<file path="config.mk">
export PLATFORM = sky130hd
export DESIGN_NAME = rcc_vdd_regs
export DESIGN_NICKNAME = d
export VERILOG_FILES = /design/src/common/rcc_pkg.sv /design/src/hdl/rcc_reset_flags.sv /design/src/hdl/rcc_lsi_ctrl.sv /design/src/hdl/rcc_vdd_regs.sv
export VERILOG_INCLUDE_DIRS = /design/src /design/src/common
export SDC_FILE = /design/constraint.sdc
export NUM_CORES = 1
export LEC_CHECK = 0
export BUFFER_PORTS_ARGS = -buffer_cell sky130_fd_sc_hd__buf_4
export CORE_MARGIN = 2
export CORE_UTILIZATION = 36
export DETAILED_ROUTE_END_ITERATION = 12
export MAX_ROUTING_LAYER = met4
export PLACE_DENSITY = 0.78
export SLEW_MARGIN = 10
export SYNTH_ARGS = -nofsm -noshare
export SYNTH_HDL_FRONTEND = slang
export SYNTH_HIERARCHICAL = 1
export SYNTH_SLANG_ARGS = --single-unit
</file>
<file path="constraint.sdc">
create_clock -name clk -period 1.1 [get_ports clk]
set_clock_uncertainty 0.15 [all_clocks]
set_input_delay 0.055 -clock clk [delete_from_list [all_inputs] [get_ports clk]]
set_output_delay 0.055 -clock clk [all_outputs]
set_load 0.01 [all_outputs]
</file>
<file path="src/common/rcc_params.svh">
`ifndef RCC_PARAMS_SVH
`define RCC_PARAMS_SVH

// ----------------------------------------
// register word layout
// ----------------------------------------
`define RCC_DATA_W          32
// rsr remove-flags bit
`define RCC_RMVF_BIT        16
// lowest flag bit, holds oblrstf
`define RCC_FLAG_LSB        17
// hole in the flag field, reads zero
`define RCC_FLAG_RSVD_BIT   18
// csr bits
`define RCC_LSION_BIT       0
`define RCC_LSIRDY_BIT      1

// ----------------------------------------
// reset cause indices into rst_src
// ----------------------------------------
`define RCC_SRC_N           14
`define RCC_SRC_OBL         0
`define RCC_SRC_D1          1
`define RCC_SRC_D2          2
`define RCC_SRC_BOR         3
`define RCC_SRC_PIN         4
`define RCC_SRC_POR         5
`define RCC_SRC_SFT1        6
`define RCC_SRC_SFT2        7
`define RCC_SRC_IWDG1       8
`define RCC_SRC_IWDG2       9
`define RCC_SRC_WWDG1       10
`define RCC_SRC_WWDG2       11
`define RCC_SRC_LPWR1       12
`define RCC_SRC_LPWR2       13

// lsi ready resync depth
`define RCC_LSI_SYNC_N      2

`endif

</file>
<file path="src/common/rcc_pkg.sv">
`include "rcc_params.svh"

package rcc_pkg;

    // ----------------------------------------
    // register word, two decodes
    // ----------------------------------------
    // rsr view (per core reset status)
    //   31..19  cause flags, index i at 18+i
    //   18      reserved
    //   17      oblrstf
    //   16      rmvf
    //   15..0   reserved
    //
    // csr view (lsi control/status)
    //   31..2   reserved
    //   1       lsirdy
    //   0       lsion
    //
    // both views are one 32 bit word so the
    // same wdata bus feeds every register
    typedef union packed {
        // status register decode
        struct packed {
            // sticky cause flags, bit 18 unused
            logic [`RCC_DATA_W-1:`RCC_FLAG_LSB]      flags;
            // remove flags, holds flags clear while set
            logic                                   rmvf;
            // low half unused
            logic [`RCC_RMVF_BIT-1:0]               rsvd;
        } rsr;
        // control register decode
        struct packed {
            // upper bits unused
            logic [`RCC_DATA_W-1:`RCC_LSIRDY_BIT+1]  rsvd;
            // resynced oscillator ready
            logic                                   lsirdy;
            // oscillator enable
            logic                                   lsion;
        } csr;
    } rcc_word_u;

endpackage

</file>
<file path="src/hdl/rcc_reset_flags.sv">
`timescale 1ns/100ps
`include "rcc_params.svh"

module rcc_reset_flags (
    input  logic                    clk,
    input  logic                    rst,
    input  logic                    wren,
    input  rcc_pkg::rcc_word_u      wdata,
    input  logic [`RCC_SRC_N-1:0]   rst_src,
    output rcc_pkg::rcc_word_u      rsr
);

    // only porrstf comes out of reset set
    localparam logic [`RCC_SRC_N-1:0] flag_rst_val =
        `RCC_SRC_N'(1) << `RCC_SRC_POR;

    // registered remove-flags bit
    logic                                   rmvf;
    // sticky flags in cause index order
    logic [`RCC_SRC_N-1:0]                  flag;
    logic [`RCC_SRC_N-1:0]                  flag_nxt;
    // flags placed at their map positions
    logic [`RCC_DATA_W-1:`RCC_FLAG_LSB]     flag_field;

    // ----------------------------------------
    // rmvf
    // ----------------------------------------
    // follows the written bit, set or clear
    always_ff @(posedge clk) begin
        if (rst) begin
            rmvf <= 1'b0;
        end else if (wren) begin
            rmvf <= wdata.rsr.rmvf;
        end
    end

    // ----------------------------------------
    // flag next state
    // ----------------------------------------
    always_comb begin
        for (int i = 0; i < `RCC_SRC_N; i++) begin
            if (i == `RCC_SRC_POR) begin
                // power-on set wins over rmvf
                if (rst_src[i]) begin
                    flag_nxt[i] = 1'b1;
                end else if (rmvf) begin
                    flag_nxt[i] = 1'b0;
                end else begin
                    flag_nxt[i] = flag[i];
                end
            end else begin
                // rmvf wins, flag stays clear while set
                if (rmvf) begin
                    flag_nxt[i] = 1'b0;
                end else if (rst_src[i]) begin
                    flag_nxt[i] = 1'b1;
                end else begin
                    flag_nxt[i] = flag[i];
                end
            end
        end
    end

    // flag state
    always_ff @(posedge clk) begin
        if (rst) begin
            flag <= flag_rst_val;
        end else begin
            flag <= flag_nxt;
        end
    end

    // ----------------------------------------
    // read word
    // ----------------------------------------
    // obl sits at 17, the rest at 18+i
    always_comb begin
        flag_field = '0;
        for (int i = 0; i < `RCC_SRC_N; i++) begin
            if (i == `RCC_SRC_OBL) begin
                flag_field[`RCC_FLAG_LSB] = flag[i];
            end else begin
                flag_field[`RCC_FLAG_RSVD_BIT + i] = flag[i];
            end
        end
    end

    // reserved bits stay zero
    always_comb begin
        rsr           = '0;
        rsr.rsr.flags = flag_field;
        rsr.rsr.rmvf  = rmvf;
    end

endmodule

</file>
<file path="src/hdl/rcc_lsi_ctrl.sv">
`timescale 1ns/100ps
`include "rcc_params.svh"

module rcc_lsi_ctrl (
    input  logic                clk,
    input  logic                rst,
    input  logic                wren,
    input  rcc_pkg::rcc_word_u  wdata,
    input  logic                lsi_rdy,
    output rcc_pkg::rcc_word_u  csr
);

    // oscillator enable
    logic                           lsion;
    // ready resync chain, msb is the output stage
    logic [`RCC_LSI_SYNC_N-1:0]     rdy_sync;

    // ----------------------------------------
    // lsion
    // ----------------------------------------
    always_ff @(posedge clk) begin
        if (rst) begin
            lsion <= 1'b0;
        end else if (wren) begin
            lsion <= wdata.csr.lsion;
        end
    end

    // ----------------------------------------
    // lsirdy resync
    // ----------------------------------------
    // lsi_rdy is async, shift in at the lsb
    always_ff @(posedge clk) begin
        if (rst) begin
            rdy_sync <= '0;
        end else begin
            rdy_sync <= (rdy_sync << 1) | `RCC_LSI_SYNC_N'(lsi_rdy);
        end
    end

    // read word, upper bits zero
    always_comb begin
        csr            = '0;
        csr.csr.lsion  = lsion;
        csr.csr.lsirdy = rdy_sync[`RCC_LSI_SYNC_N-1];
    end

endmodule

</file>
<file path="src/hdl/rcc_vdd_regs.sv">
`timescale 1ns/100ps
`include "rcc_params.svh"

module rcc_vdd_regs (
    input  logic                    clk,
    input  logic                    rst,
    // shared write data for all three registers
    input  rcc_pkg::rcc_word_u      wdata,
    // one cycle write strobes
    input  logic                    c1_rsr_wren,
    input  logic                    c2_rsr_wren,
    input  logic                    csr_wren,
    // reset cause pulses, common to both cores
    input  logic [`RCC_SRC_N-1:0]   rst_src,
    // async oscillator ready level
    input  logic                    lsi_rdy,
    // read words
    output rcc_pkg::rcc_word_u      c1_rsr,
    output rcc_pkg::rcc_word_u      c2_rsr,
    output rcc_pkg::rcc_word_u      csr
);

    // ----------------------------------------
    // core 1 reset status
    // ----------------------------------------
    rcc_reset_flags u_c1_rsr (
        .clk        (clk),
        .rst        (rst),
        .wren       (c1_rsr_wren),
        .wdata      (wdata),
        .rst_src    (rst_src),
        .rsr        (c1_rsr)
    );

    // ----------------------------------------
    // core 2 reset status
    // ----------------------------------------
    // same causes as core 1, own rmvf
    rcc_reset_flags u_c2_rsr (
        .clk        (clk),
        .rst        (rst),
        .wren       (c2_rsr_wren),
        .wdata      (wdata),
        .rst_src    (rst_src),
        .rsr        (c2_rsr)
    );

    // ----------------------------------------
    // lsi control/status
    // ----------------------------------------
    // lsion storage and lsirdy resync
    rcc_lsi_ctrl u_lsi_ctrl (
        .clk        (clk),
        .rst        (rst),
        .wren       (csr_wren),
        .wdata      (wdata),
        .lsi_rdy    (lsi_rdy),
        .csr        (csr)
    );

endmodule

</file>
==> results of run 1 <==
-- state kept, by name, indices dropped and copies added (netlist names) --
register,count
u_c1_rsr/flag,14
u_c2_rsr/flag,14
u_lsi_ctrl/rdy_sync,2
u_c1_rsr/rmvf,1
u_c2_rsr/rmvf,1
u_lsi_ctrl/lsion,1
-- through the flow --
step	std cells	worst slack, ps
6_report	274	90.48
4_1_cts	271	11.93
3_5_place_dp	242	15.90
5_1_grt	274	51.96
3_3_place_gp	242	32.84
2_1_floorplan	209	184.3
-- Yosys cell counts (all sizes together) --
library cell	n	share of area (%)
conb	3	0.75
nor2	7	2.7
o21a	26	13
and2b	2	1.2
mux2i	3	2.0
inv	2	0.50
o21ai	2	0.66
dfxtp	33	44
buf	70	35
-- power breakdown --
group	internal [uW]	switching, uW
clock	565	415
combinational	275	258
sequential	1290	46.5
-- worst max path at each step --
stage,startpoint,end,slack [ps],cells past startpoint
2_1_floorplan,u_c1_rsr/rmvf$_SDFFE_PP0P_,u_c1_rsr/flag[10]$_SDFFE_PP0P_,180,3
3_3_place_gp,u_c2_rsr/rmvf$_SDFFE_PP0P_,u_c2_rsr/flag[2]$_SDFFE_PP0P_,30,2
3_5_place_dp,u_c2_rsr/rmvf$_SDFFE_PP0P_,u_c2_rsr/flag[0]$_SDFFE_PP0P_,20,2
4_1_cts,u_c1_rsr/rmvf$_SDFFE_PP0P_,u_c1_rsr/flag[2]$_SDFFE_PP0P_,10,2
5_1_grt,u_c1_rsr/rmvf$_SDFFE_PP0P_,c1_rsr[16],50,1
6_report,u_c1_rsr/rmvf$_SDFFE_PP0P_,c1_rsr[16],90,1
-- area by class of cell --
class                           instances  area (um2)  share of cell area (%)
Inverter                                2       7.507                  0.3704
Timing Repair Buffer                   77       658.1                   32.47
Multi-Input combinational cell        104       534.3                   26.36
Clock inverter                          1       5.005                  0.2469
Clock buffer                            7       96.34                   4.753
Tap cell                               50       62.56                   3.086
Sequential cell                        33       663.1                   32.72
-- worst register-to-register path, stage by stage, from the launching register on --
cell	delay, ps
dfxtp_2	350
nor2_4	120
buf_12	140
o21a_1	120
-- routing by layer --
layer | GRT usage (%) | up-vias | routed length (um)
met3 | 5.682 | 2 | 322
met5 | - | - | 0
met2 | 19.71 | 74 | 1383
met4 | 5.147 | 0 | 14
met1 | 11.67 | 449 | 1036
li1 | - | 489 | -
-- cell families (layout without fill, tap and decap cells) --
group           after synthesis  in the layout  share of synthesized area (%)
mux                           3              3                          1.993
buf+inv                      72             87                          35.88
simple gates                  9              9                          3.904
compound gates               28             28                          13.62
flops                        33             33                          43.85
other cells                   3             64                         0.7475
-- cells in the final DEF (no fill, tap or decap) --
| cell type | n |
|---|---|
| and2b_2 | 2 |
| clkbuf_8 | 7 |
| mux2i_1 | 3 |
| dlygate4sd3_1 | 22 |
| nor2_4 | 2 |
| dfxtp_2 | 2 |
| nor2_1 | 5 |
| buf_4 | 53 |
| dfxtp_1 | 31 |
| clkinv_2 | 1 |
| inv_1 | 2 |
| o21a_1 | 26 |
| buf_12 | 2 |
| o21ai_0 | 2 |
| conb_1 | 64 |
-- repair_timing --
action                                 4_1_cts  5_1_grt
pin swaps                                    1        2
buffers inserted                             0        2
endpoints found under the hold margin       32        2
resized for setup                            0        2
hold buffers                                21        1
setup endpoints to repair                    4       28
==> results by group, run 1 <==
Timing
  • Max Fclk: 990.6 MHz
  • Final worst path period need: 1010 ps
  • Unrepaired setup endpoints after global routing: false
  • Final hold slack: 67.76 ps
  • Fin Setup TNS: 0 ps
  • Fin crit share: 91.77%
  • Final hold violation count: 0
  • Setup violations, final: 0
  • Max-slew violations: 0

Drt
  • Pre-antenna DRT Iters: 4
  • Remaining antenna violation count: 0
  • Drt drc: 0
  • Initial drt markers: 23
  • Routed wire length: 2757 um
  • Routed vias/inst: 3.701
  • Vias: 1014
  • Mean routed wirelength per cell: 10.06 um

Cells and area
  • Layout cells sized above 1: 30.80%
  • Final core occ: 50.67%
  • ANT cells: 0
  • Post-route cell area: 2027 um2
  • FILL cells: 366
  • P&R area growth vs syn: 34.55%
  • Layout net count: 275

Clock network
  • CTS Buffer Depth: 2
  • # H-tree levels: 2
  • Clock-pin slew on the worst setup and hold paths: 70 ps
  • Num CTS Buffers: 5
  • Clock sinks: 33
  • Root cell of the clock tree: clkbuf_8
  • Worst skew pair latency: 280 ps
  • TritonCTS clock tree: yes

Min path
  • Hold Crit Depth: 4
  • HP Start: rst
  • Hold path endpoint: u_c2_rsr/flag[12]$_SDFFE_PP0P_
  • Hold Path Class: in2reg

Floorplanning
  • Initial Util: 37.66%
  • Chip Height: 68.69 um
  • Top-Level Pins: 148
  • Total die area: 4718 um2
  • Die X-Extent: 68.69 um
  • FP Rows: 23
  • Core ar.: 4000 um2

Place
  • I/O Buffers: 53
  • GPL Wtd Cong: 0.6554
  • Placed cell areas: 1663 um2
  • DP HPWL: 1807 um

GRT
  • Largest net degree at the start of global routing: 14
  • Antenna violations before repair: 0
  • First-pass GRT wire length: 3705 um
  • Number of global-route vias before repair: 822
  • GRT Residual Overflow: 0
  • GR Util All Layers: 11.79%

Critical path
  • CP Launch Type: flip-flop
  • CP Data Required Time: 890 ps
  • Buf+Inv Stages, Crit Path: 1
  • Worst R2R End: u_c2_rsr/flag[2]$_SDFFE_PP0P_
  • Reg-to-Reg Start: u_c2_rsr/rmvf$_SDFFE_PP0P_
  • Flop-to-flop setup slack: 160 ps
  • Crit. End Element: output port
  • Slowest cell on crit path: dfxtp_2
  • Crit path arrival time: 800 ps
  • Critical path class: reg2out
  • CP top delay family: flip-flops
  • Peak fanout along the critical path: 4
  • Max incr delay on CP: 380 ps
  • CP cell instances: buf_4
  • Worst r2r path cells: 3

Logic synthesis
  • Post-synthesis cell area: 1506 um2
  • Syn Inst Count: 148
  • Avg Inst Size Synth: 10.18 um2
  • Synth cell types: 11
  • Sequential fraction of the synthesis area: 43.85%
  • Seq cells post-synth: 33
  • Ys Warns: 6

Power
  • Peak VDD IR: 0.0006602 V
  • Power, Total: 2844 uW
  • Power per cell area: 1403 nW/um2
  • Pleak: 0.001034 uW

Job
  • Max cap viols: 0

Status
  • Status: finished clean
Note: power is estimated with default switching activity, not from simulation.
==> run 2, diff against run 1 <==
- PLACE_DENSITY: 0.78 -> 0.79
- SYNTH_HIERARCHICAL: 1 -> not set
==> results by group, run 2 <==
Critical path
  • Worst r2r path cells: 3
  • Critical path class: in2reg
  • Flop-to-flop setup slack: 160 ps
  • Crit path arrival time: 1060 ps
  • Peak fanout along the critical path: 4
  • Crit. End Element: flip-flop
  • Slowest cell on crit path: dlygate4sd3_1
  • CP cell instances: buf_4 > dlygate4sd3_1 > nor2_2 > o21ai_0
  • Max incr delay on CP: 630 ps
  • Worst R2R End: u_c1_rsr.flag[13]$_SDFFE_PP0P_
  • CP Data Required Time: 1110 ps
  • Worst Setup SP: rst
  • CP Launch Type: input port
  • Reg-to-Reg Start: u_c1_rsr.rmvf$_SDFFE_PP0P_

Logic synthesis
  • Sequential fraction of the synthesis area: 44.18%
  • Top cells by count, synth: buf_4 (68), dfxtp_1 (33), o21a_1 (26)
  • Syn Inst Count: 145
  • Post-synthesis cell area: 1495 um2
  • Ys flop type: dfxtp_1
  • Synth cell types: 11
  • Most frequent cell after synthesis: buf_4
  • Top cell type's share of synthesized area: 44.18%
  • Seq cells post-synth: 33
  • EDFF count, synth: 0
  • Synth top area cells: dfxtp_1 (44%), buf_4 (34%), o21a_1 (13%), mux2i_1 (2.0%), buf_6 (1.5%)
  • Post-synth top area cell: dfxtp_1
  • Ys Warns: 0
  • Avg Inst Size Synth: 10.31 um2
  • Ys async rst share: 0%

Timing
  • Setup violations, final: 0
  • Unrepaired setup endpoints after global routing: false
  • Fin Setup TNS: 0 ps
  • Fin crit share: 95.25%
  • Final hold violation count: 0
  • Max-slew violations: 0
  • Setup ws final: 52.25 ps
  • Max Fclk: 954.4 MHz
  • Final worst path period need: 1048 ps

Clock network
  • Worst skew pair latency: 270 ps
  • Clock-pin slew on the worst setup and hold paths: 70 ps
  • CTS Buffer Depth: 2
  • # H-tree levels: 2
  • Root cell of the clock tree: clkbuf_8
  • Num CTS Buffers: 5
  • Clock sinks: 33
  • TritonCTS clock tree: yes

Cells and area
  • Layout net count: 274
  • Most common cell after layout, fill and taps aside: conb_1
  • FILL cells: 367
  • Layout cells sized above 1: 31.39%
  • Register area: 663.1 um2
  • P&R area growth vs syn: 35.48%
  • Most frequent cells in the layout: conb_1 (64), buf_4 (53), dfxtp_1 (31), o21a_1 (26), dlygate4sd3_1 (22)
  • ANT cells: 0
  • Area of the multi-input gates: 533.0 um2
  • Biggest regs: u_c1_rsr.flag (14), u_c2_rsr.flag (14), u_lsi_ctrl.rdy_sync (2)

GRT
  • First-pass GRT wire length: 3829 um
  • Number of global-route vias before repair: 880
  • GR Util All Layers: 11.84%
  • Largest net degree at the start of global routing: 14
  • Antenna violations before repair: 0
  • GRT Residual Overflow: 0

Place
  • GPL Wtd Cong: 0.6658
  • I/O Buffers: 53
  • Placement Setup Slack: -2.432 ps
  • DP HPWL: 1869 um

Min path
  • Hold Crit Depth: 4
  • HP Start: rst
  • Hold Path Class: in2reg
  • Hold path endpoint: u_c1_rsr.flag[9]$_SDFFE_PP0P_

Floorplanning
  • Die X-Extent: 68.45 um
  • Top-Level Pins: 148
  • FP Rows: 23
  • Chip Height: 68.45 um
  • Initial Util: 37.38%
  • Core ar.: 4000 um2
  • Total die area: 4685 um2

Drt
  • Vias: 1015
  • Initial drt markers: 21
  • Mean routed wirelength per cell: 10.14 um
  • Routed vias/inst: 3.718
  • Routed wire length: 2769 um
  • Pre-antenna DRT Iters: 3
  • Drt drc: 0
  • Remaining antenna violation count: 0

Power
  • Power per cell area: 1399 nW/um2
  • Peak VDD IR: 0.0007561 V
  • Pleak: 0.001033 uW
  • Power, Total: 2835 uW

Job
  • Max cap viols: 0

Status
  • Status: finished clean
run 2: cell types whose count changed after synthesis:
cell    previous run  this run
conb_1             3         1
nor2_1             5         4
run 2: logic make-up (layout without fill, tap and decap cells):
group / after synthesis / after routing / share of synthesized area, %
compound gates: 28 / 28 / 13.72
buf+inv: 72 / 87 / 36.15
flops: 33 / 33 / 44.18
mux: 3 / 3 / 2.008
other cells: 1 / 64 / 0.2508
simple gates: 8 / 8 / 3.682
run 2: worst max path at each step:
| stage | to | depth (start not counted) |
|---|---|---|
| global placement | u_c1_rsr.flag[10]$_SDFFE_PP0P_ | 2 |
| finish | u_c2_rsr.flag[5]$_SDFFE_PP1P_ | 4 |
| floorplan | u_c1_rsr.flag[0]$_SDFFE_PP0P_ | 3 |
| detailed placement | u_c1_rsr.flag[4]$_SDFFE_PP0P_ | 2 |
| CTS | u_c1_rsr.flag[13]$_SDFFE_PP0P_ | 2 |
| global route | u_c2_rsr.flag[5]$_SDFFE_PP1P_ | 4 |
run 2: final cells by class:
type,instances,area share [%]
tap,50,3.088
clock buffer,7,4.756
timing repair buffer,77,32.49
clock inverter,1,0.2471
inverter,2,0.3706
sequential,33,32.74
multi-input combinational,103,26.31
run 2: worst max-delay path: cells and delay by family:
kind | cells | cell delay (ps)
AND/OR/NAND/NOR | 1 | 140
AO/OA/AOI/OAI | 1 | 90
buffers and inverters | 2 | 770
run 2: stage by stage:
stage          std cells  cell area (um2)  hold WS (ps)  utilization (%)
5_1_grt              273             2026         74.73            50.64
2_1_floorplan        208             1732        -22.62                -
3_3_place_gp         241             1659         102.6            41.48
6_report             273             2026         74.64            50.64
3_5_place_dp         241             1659         111.5            41.48
4_1_cts              270             1971        -11.59            49.26
run 2: layer usage:
layer | global-route usage [%] | wire length [um] | part of all wire [%] | up-vias
li1 | - | - | - | 484
met1 | 10.63 | 978 | 35 | 463
met2 | 21.51 | 1503 | 54 | 66
met3 | 5.428 | 279 | 10 | 2
met4 | 4.500 | 8 | 0.29 | 0
met5 | - | 0 | 0 | -
run 2: repair_timing:
| action | CTS | global route |
|---|---|---|
| setup buffers | 0 | 2 |
| endpoints found under the hold margin | 32 | 2 |
| pin swaps | 1 | 2 |
| hold buffers | 21 | 1 |
| gates resized for setup | 0 | 3 |
| setup endpoints to repair | 13 | 30 |
run 2: power breakdown:
| part | internal [uW] | leakage, uW | switching, uW |
|---|---|---|---|
| combinational | 275 | 0.000703 | 260 |
| sequential | 1290 | 0.000275 | 46.4 |
| clock | 565 | 0.0000542 | 404 |
| total | 2120 | 0.00103 | 710 |
